$ cat config.mk
export PLATFORM = sky130hd
export DESIGN_NAME = sub2tlul_sram_top
export DESIGN_NICKNAME = d
export VERILOG_FILES = /design/src/comp_pkg.sv /design/src/tlul_pkg.sv /design/src/sub2tlul.sv /design/src/sub2tlul_sram_top.sv /design/src/tlul_intg_enc.sv /design/src/tlul_sram.sv
export VERILOG_INCLUDE_DIRS = /design/src
export SDC_FILE = /design/constraint.sdc
export NUM_CORES = 2
export LEC_CHECK = 0
export ABC_AREA = 1
export BUFFER_PORTS_ARGS = -buffer_cell sky130_fd_sc_hd__clkbuf_2
export CAP_MARGIN = 20
export CORE_ASPECT_RATIO = 1.2
export CORE_MARGIN = 2
export CORE_UTILIZATION = 30
export DETAILED_ROUTE_END_ITERATION = 8
export GPL_ROUTABILITY_DRIVEN = 0
export GPL_TIMING_DRIVEN = 0
export MAX_ROUTING_LAYER = met4
export PLACE_DENSITY = 0.49
export SLEW_MARGIN = 30
export SYNTH_ARGS = -nofsm -noshare
export SYNTH_HDL_FRONTEND = slang
export SYNTH_SLANG_ARGS = --single-unit
$ cat constraint.sdc
create_clock -name clk -period 3.7 [get_ports clk]
set_input_delay 0.74 -clock clk [delete_from_list [all_inputs] [get_ports clk]]
set_output_delay 0.74 -clock clk [all_outputs]
set_load 0.03 [all_outputs]
$ cat src/sub2tlul_macros.svh
`ifndef SUB2TLUL_MACROS_SVH
`define SUB2TLUL_MACROS_SVH

// ---------------------------------------------------------------------------
// Bus geometry
// ---------------------------------------------------------------------------

// Byte address width on both the component side and the TL-UL side
`define SUB_AW 32

// Data width of a single beat
`define SUB_DW 32

// Component ID width, carried as a_source on TL-UL
`define SUB_IW 2

// ---------------------------------------------------------------------------
// Device and integrity
// ---------------------------------------------------------------------------

// Number of 32-bit words behind the TL-UL device
`define SRAM_WORDS 64

// Folded parity code width
// Bit k covers every payload bit whose index mod INTG_W equals k
`define INTG_W 7

`endif

$ cat src/comp_pkg.sv
`include "sub2tlul_macros.svh"

package comp_pkg;

    // -----------------------------------------------------------------------
    // Component bus
    // -----------------------------------------------------------------------

    // Request from the component
    // All fields stay stable while hld is high
    typedef struct packed {
        logic                      dv;     // Access strobe
        logic                      write;  // 1 for write, 0 for read
        logic [`SUB_AW-1:0]        addr;   // Byte address
        logic [`SUB_IW-1:0]        id;     // Echoed back as TL-UL source
        logic [`SUB_DW-1:0]        wdata;
        logic [`SUB_DW/8-1:0]      wstrb;  // Byte enables for writes
        logic [1:0]                size;   // log2 of bytes in beat
    } comp_req_t;

    // Response to the component
    // Valid in the cycle where dv is high and hld is low
    typedef struct packed {
        logic [`SUB_DW-1:0]        rdata;  // Zero unless a read completes
        logic                      hld;    // Back-pressure on the request
        logic                      rd_err;
        logic                      wr_err;
    } comp_rsp_t;

endpackage

$ cat src/tlul_pkg.sv
`include "sub2tlul_macros.svh"

package tlul_pkg;

    // -----------------------------------------------------------------------
    // Opcodes
    // -----------------------------------------------------------------------

    // A channel request opcodes (TL-UL encoding)
    typedef enum logic [2:0] {
        PutFullData    = 3'h0,
        PutPartialData = 3'h1,
        Get            = 3'h4
    } tl_a_op_e;

    // D channel response opcodes
    typedef enum logic [2:0] {
        AccessAck     = 3'h0,  // Write ack, no data
        AccessAckData = 3'h1   // Read ack with data
    } tl_d_op_e;

    // -----------------------------------------------------------------------
    // Channel structs
    // -----------------------------------------------------------------------

    // Host to device: A channel plus d_ready
    typedef struct packed {
        logic                      a_valid;
        tl_a_op_e                  a_opcode;
        logic [1:0]                a_size;       // log2 of bytes in beat
        logic [`SUB_IW-1:0]        a_source;
        logic [`SUB_AW-1:0]        a_address;
        logic [`SUB_DW/8-1:0]      a_mask;
        logic [`SUB_DW-1:0]        a_data;
        logic [`INTG_W-1:0]        a_cmd_intg;   // Over cmd_payload_t
        logic [`INTG_W-1:0]        a_data_intg;  // Over data_payload_t
        logic                      d_ready;
    } tl_h2d_t;

    // Device to host: a_ready plus D channel
    typedef struct packed {
        logic                      a_ready;
        logic                      d_valid;
        tl_d_op_e                  d_opcode;
        logic [`SUB_IW-1:0]        d_source;
        logic [`SUB_DW-1:0]        d_data;
        logic                      d_error;
    } tl_d2h_t;

    // -----------------------------------------------------------------------
    // Integrity payloads
    // -----------------------------------------------------------------------

    // Command fields protected by a_cmd_intg
    typedef struct packed {
        tl_a_op_e                  opcode;
        logic [`SUB_AW-1:0]        address;
        logic [`SUB_DW/8-1:0]      mask;
    } cmd_payload_t;

    // Write data protected by a_data_intg
    typedef struct packed {
        logic [`SUB_DW-1:0]        data;
    } data_payload_t;

endpackage

$ cat src/sub2tlul.sv
`timescale 1ns/1ps

`include "sub2tlul_macros.svh"

module sub2tlul (
    input  logic                 clk,
    input  logic                 rst_n,

    // Component side
    input  comp_pkg::comp_req_t  req_i,
    output comp_pkg::comp_rsp_t  rsp_o,

    // TL-UL host side
    output tlul_pkg::tl_h2d_t    tl_o,
    input  tlul_pkg::tl_d2h_t    tl_i
);

    import tlul_pkg::*;

    // Outstanding transaction, one at most
    typedef enum logic [1:0] {
        no_txn  = 2'b00,
        get_txn = 2'b01,
        put_txn = 2'b10
    } txn_state_e;

    txn_state_e           cur_txn;
    tl_a_op_e             opcode;
    logic [`SUB_DW/8-1:0] mask;
    logic                 a_valid;
    logic                 a_fire;       // Request accepted this edge
    logic                 d_fire;       // Response taken this edge
    logic                 id_match;
    logic                 rsp_get;      // Read response for our access
    logic                 rsp_put;      // Write ack for our access

    cmd_payload_t         cmd_pl;
    data_payload_t        data_pl;
    logic [`INTG_W-1:0]   cmd_intg;
    logic [`INTG_W-1:0]   data_intg;

    // ---------------------------------------------------------------------------
    // Request decode
    // ---------------------------------------------------------------------------

    assign opcode = !req_i.write      ? Get :
                    (req_i.wstrb == '1) ? PutFullData : PutPartialData;
    assign mask   = req_i.write ? req_i.wstrb : '1;  // Reads fetch the whole word

    // Only offer a request when nothing is in flight
    assign a_valid = req_i.dv & (cur_txn == no_txn);
    assign a_fire  = a_valid & tl_i.a_ready;
    assign d_fire  = tl_i.d_valid;              // d_ready follows d_valid

    // ---------------------------------------------------------------------------
    // Transaction tracking
    // ---------------------------------------------------------------------------

    always_ff @(posedge clk or negedge rst_n) begin
        if (!rst_n) begin
            cur_txn <= no_txn;
        end else if (a_fire) begin
            cur_txn <= req_i.write ? put_txn : get_txn;  // Hold the write flag
        end else if (d_fire) begin
            cur_txn <= no_txn;
        end
    end

    // ---------------------------------------------------------------------------
    // Integrity
    // ---------------------------------------------------------------------------

    assign cmd_pl.opcode  = opcode;
    assign cmd_pl.address = req_i.addr;
    assign cmd_pl.mask    = mask;
    assign data_pl.data   = req_i.wdata;

    tlul_intg_enc #(.payload_t(cmd_payload_t)) u_cmd_intg (
        .data_i (cmd_pl),
        .intg_o (cmd_intg)
    );

    tlul_intg_enc #(.payload_t(data_payload_t)) u_data_intg (
        .data_i (data_pl),
        .intg_o (data_intg)
    );

    // A channel out
    always_comb begin
        tl_o.a_valid     = a_valid;
        tl_o.a_opcode    = opcode;
        tl_o.a_size      = req_i.size;
        tl_o.a_source    = req_i.id;
        tl_o.a_address   = req_i.addr;
        tl_o.a_mask      = mask;
        tl_o.a_data      = req_i.wdata;
        tl_o.a_cmd_intg  = cmd_intg;
        tl_o.a_data_intg = data_intg;
        tl_o.d_ready     = tl_i.d_valid;  // No response back-pressure
    end

    // ---------------------------------------------------------------------------
    // Response
    // ---------------------------------------------------------------------------

    assign id_match = tl_i.d_valid & (tl_i.d_source == req_i.id);
    assign rsp_get  = id_match & (cur_txn == get_txn) & (tl_i.d_opcode == AccessAckData);
    assign rsp_put  = id_match & (cur_txn == put_txn) & (tl_i.d_opcode == AccessAck);

    always_comb begin
        rsp_o.rdata  = rsp_get ? tl_i.d_data : '0;
        rsp_o.hld    = req_i.dv & ~(rsp_get | rsp_put);  // Stall until our response
        rsp_o.rd_err = rsp_get & tl_i.d_error;
        rsp_o.wr_err = rsp_put & tl_i.d_error;
    end

endmodule

$ cat src/sub2tlul_sram_top.sv
`timescale 1ns/1ps

module sub2tlul_sram_top (
    input  logic                 clk,
    input  logic                 rst_n,

    // Component bus
    input  comp_pkg::comp_req_t  req_i,
    output comp_pkg::comp_rsp_t  rsp_o
);

    import tlul_pkg::*;

    // ---------------------------------------------------------------------------
    // Internal TL-UL link
    // ---------------------------------------------------------------------------

    tl_h2d_t tl_h2d;   // Bridge to device
    tl_d2h_t tl_d2h;   // Device to bridge

    // Component to TL-UL host
    sub2tlul u_sub2tlul (
        .clk   (clk),
        .rst_n (rst_n),
        .req_i (req_i),
        .rsp_o (rsp_o),
        .tl_o  (tl_h2d),
        .tl_i  (tl_d2h)
    );

    // TL-UL memory device
    tlul_sram u_tlul_sram (
        .clk   (clk),
        .rst_n (rst_n),
        .tl_i  (tl_h2d),
        .tl_o  (tl_d2h)
    );

endmodule

$ cat src/tlul_intg_enc.sv
`timescale 1ns/1ps

`include "sub2tlul_macros.svh"

// Folded parity code over an arbitrary packed payload
// Check bit k is the XOR of all payload bits with index mod INTG_W == k
module tlul_intg_enc #(
    parameter type payload_t = logic [31:0]
) (
    input  payload_t              data_i,
    output logic [`INTG_W-1:0]    intg_o
);

    localparam int PW = $bits(payload_t);  // Payload width in bits

    logic [PW-1:0]      flat;               // Payload as a plain vector
    logic [`INTG_W-1:0] fold;

    assign flat = data_i;

    // ---------------------------------------------------------------------------
    // Fold loop
    // ---------------------------------------------------------------------------

    always_comb begin
        fold = '0;
        for (int i = 0; i < PW; i++) begin
            fold[i % `INTG_W] = fold[i % `INTG_W] ^ flat[i];  // Bucket by index
        end
    end

    assign intg_o = fold;

endmodule

$ cat src/tlul_sram.sv
`timescale 1ns/1ps

`include "sub2tlul_macros.svh"

module tlul_sram (
    input  logic               clk,
    input  logic               rst_n,
    input  tlul_pkg::tl_h2d_t  tl_i,
    output tlul_pkg::tl_d2h_t  tl_o
);

    import tlul_pkg::*;

    localparam int BC   = `SUB_DW / 8;            // Bytes per word
    localparam int IDXW = $clog2(`SRAM_WORDS);    // Storage index width

    logic [`SUB_DW-1:0]   mem [`SRAM_WORDS];

    cmd_payload_t         cmd_pl;
    data_payload_t        data_pl;
    logic [`INTG_W-1:0]   cmd_intg;      // Recomputed codes
    logic [`INTG_W-1:0]   data_intg;

    logic [`SUB_AW-3:0]   word;          // Word index from the byte address
    logic [IDXW-1:0]      idx;
    logic                 in_range;
    logic                 is_get;
    logic                 is_put;
    logic                 intg_err;
    logic                 err;
    logic                 a_fire;

    // Response registers
    logic                 d_valid_q;
    tl_d_op_e             d_opcode_q;
    logic [`SUB_IW-1:0]   d_source_q;
    logic [`SUB_DW-1:0]   d_data_q;
    logic                 d_error_q;

    // ---------------------------------------------------------------------------
    // Integrity check
    // ---------------------------------------------------------------------------

    assign cmd_pl.opcode  = tl_i.a_opcode;
    assign cmd_pl.address = tl_i.a_address;
    assign cmd_pl.mask    = tl_i.a_mask;
    assign data_pl.data   = tl_i.a_data;

    tlul_intg_enc #(.payload_t(cmd_payload_t)) u_cmd_chk (
        .data_i (cmd_pl),
        .intg_o (cmd_intg)
    );

    tlul_intg_enc #(.payload_t(data_payload_t)) u_data_chk (
        .data_i (data_pl),
        .intg_o (data_intg)
    );

    assign is_get   = (tl_i.a_opcode == Get);
    assign is_put   = (tl_i.a_opcode == PutFullData) | (tl_i.a_opcode == PutPartialData);
    // Data code only matters when data is written
    assign intg_err = (cmd_intg != tl_i.a_cmd_intg) |
                      (is_put & (data_intg != tl_i.a_data_intg));

    // ---------------------------------------------------------------------------
    // Decode and accept
    // ---------------------------------------------------------------------------

    assign word     = tl_i.a_address[`SUB_AW-1:2];
    assign in_range = (word < `SRAM_WORDS);
    assign idx      = word[IDXW-1:0];
    assign err      = intg_err | ~in_range;
    assign a_fire   = tl_i.a_valid & ~d_valid_q;  // Blocked while a response waits

    // Masked write, dropped on any error
    always_ff @(posedge clk) begin
        if (a_fire && is_put && !err) begin
            for (int b = 0; b < BC; b++) begin
                if (tl_i.a_mask[b]) mem[idx][8*b +: 8] <= tl_i.a_data[8*b +: 8];
            end
        end
    end

    // ---------------------------------------------------------------------------
    // Response channel
    // ---------------------------------------------------------------------------

    always_ff @(posedge clk or negedge rst_n) begin
        if (!rst_n) begin
            d_valid_q <= 1'b0;
        end else if (a_fire) begin
            d_valid_q <= 1'b1;              // One cycle after acceptance
        end else if (tl_i.d_ready) begin
            d_valid_q <= 1'b0;
        end
    end

    always_ff @(posedge clk) begin
        if (a_fire) begin
            d_opcode_q <= is_get ? AccessAckData : AccessAck;
            d_source_q <= tl_i.a_source;   // Echo source
            d_error_q  <= err;
            d_data_q   <= (is_get && !err) ? mem[idx] : '0;  // Zero on failed read
        end
    end

    always_comb begin
        tl_o.a_ready  = ~d_valid_q;
        tl_o.d_valid  = d_valid_q;
        tl_o.d_opcode = d_opcode_q;
        tl_o.d_source = d_source_q;
        tl_o.d_data   = d_data_q;
        tl_o.d_error  = d_error_q;
    end

endmodule

==> results.md <==
* Status: finished with violations
* Violated checks: setup timing
* Die Y at between 600 and 700 um
* Total grt overflow at 0
* Layout area overhead at 15.0%
* Row cnt at 218
* Setup slack, reg-to-reg at about 10 ps
* Max VDD drop at 398 uV
* Arrival time at the worst endpoint at between 4000 and 5000 ps
* Worst Hold Margin at about 75 ps
* Port bufs at around 100
* Starting DRT DRC Count at 6,931
* Final setup violation count at 88
* Least-Margin Pin Slew at approximately 1100 ps
* RSZ-0062 raised after global routing: yes
* Netlist cell types at 27
* Critical Path End Type: flip-flop
* Period utilisation layout at 103%
* Antenna violations before repair at 36
* Longest Clk Path Bufs at 4
* Final core occ at between 30% and 40%
* Clock skew at 71.1 ps
* Leak pwr at slightly above 40 nW
* WL final at around 330,000 um
* CTS Root Cell: clkbuf_16
* Final count of hold timing violations at 0
* Core ar. at between 200,000 and 300,000 um2
* Max cap viols at 0
* DRC at 0
* DP HPWL at around 240,000 um
* Global-route wire length before repair at 453,000 um
* Syn Nets at 8,918
* Worst EP required at 4190 ps
* CP max FO at 10
* Crit-path cells: buf_2, buf_2, nand2_1, nor2_4, nand2_1, nor2_1
* H-tree Lvls at 4
* Via count at about 63,000
* Register area share after synthesis at 70.5%
* Share of cells above drive strength 1 at under 10%
* Avg Cell Area, Syn at between 10 and 15 um2
* CTS Buf Count at between 200 and 250
* WL per Instance at between 20 and 25 um
* Final worst slack at -107 ps
* Area of the mapped netlist at approximately 89,000 um2
* Drt first pass iters at 9
* Ports at 111
* #FFs+latches synth at 2,087
* Startpoint Class: input port
* Critical setup path kind: input port to flip-flop
* Max-slew headroom at a little under a quarter
* Post-CTS Setup Inserts at 0
* Total Routing Usage GR at around 22%
* YS warnings at 0
* Critical path's slowest cell: nor2_4
* Die footprint at 301,000 um2
* Initial Utilization at 30.2%
* CTS Sinks at 2,087
* Clock Pin Slew Worst Setup and Hold Paths at 60 ps
* Power Density at around 500 nW/um2
* Hold Path Class: input port to flip-flop
* Horiz. Die Dim at ~500 um
* Fmax at approximately 260 MHz
* CP max stage delay at about 850 ps
* Post-route ant nets at 0
* Fin crit period at between 3000 and 4000 ps
* Pin count of the biggest net entering global routing at between 60 and 70
* Vias in the first global route at ~60,000
* Vias per cell at 4.75
* Fillers at approximately 30,000
* Nets at roughly 9,300
* Synth Instances at slightly below 9,000
* Clock Latency Late Sink at 900 ps
* CTS tree: done
* Slew Viols, Final at 0
[logic make-up after synthesis]
logic type	share of synthesized area [%]
buffers and inverters	2.92
XOR/XNOR	0.0197
AO/OA/AOI/OAI	0.293
AND/OR/NAND/NOR	26.2
flip-flops	70.5
[repair_timing]
item / 4_1_cts / 5_1_grt
resized for setup: 1 / 3
setup endpoints to repair: 30 / 32
endpoints found under the hold margin: 3 / 0
hold buffers: 1 / 0
[layout make-up]
class	instances	area [um2]	share of cell area [%]
Clock buffer	252	5600	5.49
Inverter	59	224	0.219
Tap cell	3850	4820	4.72
Clock inverter	127	1010	0.993
Timing Repair Buffer	145	1570	1.54
Antenna cell	26	65.1	0.0637
Buffer	458	2380	2.33
Sequential cell	2087	62700	61.3
Multi-Input combinational cell	6238	23800	23.3
[power breakdown]
group	switching (mW)	internal (mW)	leakage (nW)
logic	2.84	0.791	19.5
registers	0	26.0	18.8
clock network	9.35	11.9	3.25
total	12.2	38.6	41.6
[worst max-delay path: cells and delay by family]
family	cells	cell delay [ps]
buf+inv	2	660
simple gates	4	2860
[layer usage]
| metal | vias to the layer above | routed length (um) | global-route usage, % | share of wire, % |
|---|---|---|---|---|
| met5 | - | 0 | - | 0 |
| met4 | 0 | 18800 | 11.0 | 5.7 |
| met3 | 646 | 23600 | 3.33 | 7.2 |
| met2 | 2531 | 156000 | 35.9 | 48 |
| met1 | 30500 | 130000 | 26.6 | 40 |
| li1 | 29300 | - | - | - |
[cell usage in the layout (no fill, tap or decap), types with 8 or more instances in the layout]
cell type  netlist  routed
nand2_1       5768    5767
edfxtp_1      2084    2084
nor2_1         379     321
buf_2          229     232
clkbuf_16        0     219
clkbuf_1       101     129
buf_4           82      87
clkbuf_2         0      79
clkinv_1         0      66
nor2_2           8      57
inv_1           55      55
clkinv_2         0      35
buf_1           39      34
a21oi_1         33      33
diode_2          0      26
clkbuf_8         0      19
buf_12           0      19
bufinv_16        0      16
buf_16           0      15
clkbuf_4         0      13
nor2_4           3      12
buf_6            7       8
nand3_1          8       8
[through the flow]
step	TNS, ps	cell area, um2	instances	worst slack (ps)	total power [mW]
after global placement	-3830480	94200	12800	-2470	30.0
after CTS	0	102000	13200	40.0	51.0
after global routing	-105	102000	13200	-32.7	52.2
after detailed placement	-1036120	95400	12800	-882	30.1
after floorplan	0	88800	8842	306	28.1
final	-4430	102000	13200	-107	50.8
[final timing paths]
path | from | endpoint | cells past startpoint
setup / recovery | req_i[43] | u_tlul_sram.mem[31][15] | 6
hold / removal | req_i[38] | u_tlul_sram.d_source_q[0] | 1
setup reg to reg | u_sub2tlul.cur_txn[0] | u_tlul_sram.mem[36][26] | 8
hold reg to reg | u_tlul_sram.d_valid_q | u_sub2tlul.cur_txn[0] | 1
max in group asynchronous | rst_n | u_sub2tlul.cur_txn[0] | 2
min in group asynchronous | rst_n | u_tlul_sram.d_valid_q | 2
[synthesized netlist by cell type]
| cell type | number | area share [%] |
|---|---|---|
| a21oi_1 | 33 | 0.19 |
| and3_1 | 1 | 0.0070 |
| buf_1 | 39 | 0.16 |
| buf_2 | 229 | 1.3 |
| buf_4 | 82 | 0.69 |
| buf_6 | 7 | 0.089 |
| clkbuf_1 | 101 | 0.43 |
| dfrtp_1 | 3 | 0.084 |
| edfxtp_1 | 2084 | 70 |
| inv_1 | 55 | 0.23 |
| inv_2 | 3 | 0.013 |
| inv_4 | 1 | 0.0070 |
| nand2_1 | 5768 | 24 |
| nand2_2 | 4 | 0.028 |
| nand3_1 | 8 | 0.045 |
| nand4_1 | 1 | 0.0070 |
| nor2_1 | 379 | 1.6 |
| nor2_2 | 8 | 0.056 |
| nor2_4 | 3 | 0.038 |
| nor3_1 | 10 | 0.056 |
| nor3_2 | 1 | 0.011 |
| o211ai_1 | 6 | 0.051 |
| o21ai_0 | 5 | 0.028 |
| o21ai_1 | 5 | 0.028 |
| or2_1 | 1 | 0.0070 |
| or2_2 | 3 | 0.021 |
| xnor2_1 | 2 | 0.020 |
[flip-flops by register name (all words and copies together) (netlist names)]
signal	flops
u_sub2tlul.cur_txn	2
u_tlul_sram.d_data_q	32
u_tlul_sram.d_error_q	1
u_tlul_sram.d_opcode_q	1
u_tlul_sram.d_source_q	2
u_tlul_sram.d_valid_q	1
u_tlul_sram.mem	2048
Note: power is estimated with default switching activity, not from simulation.
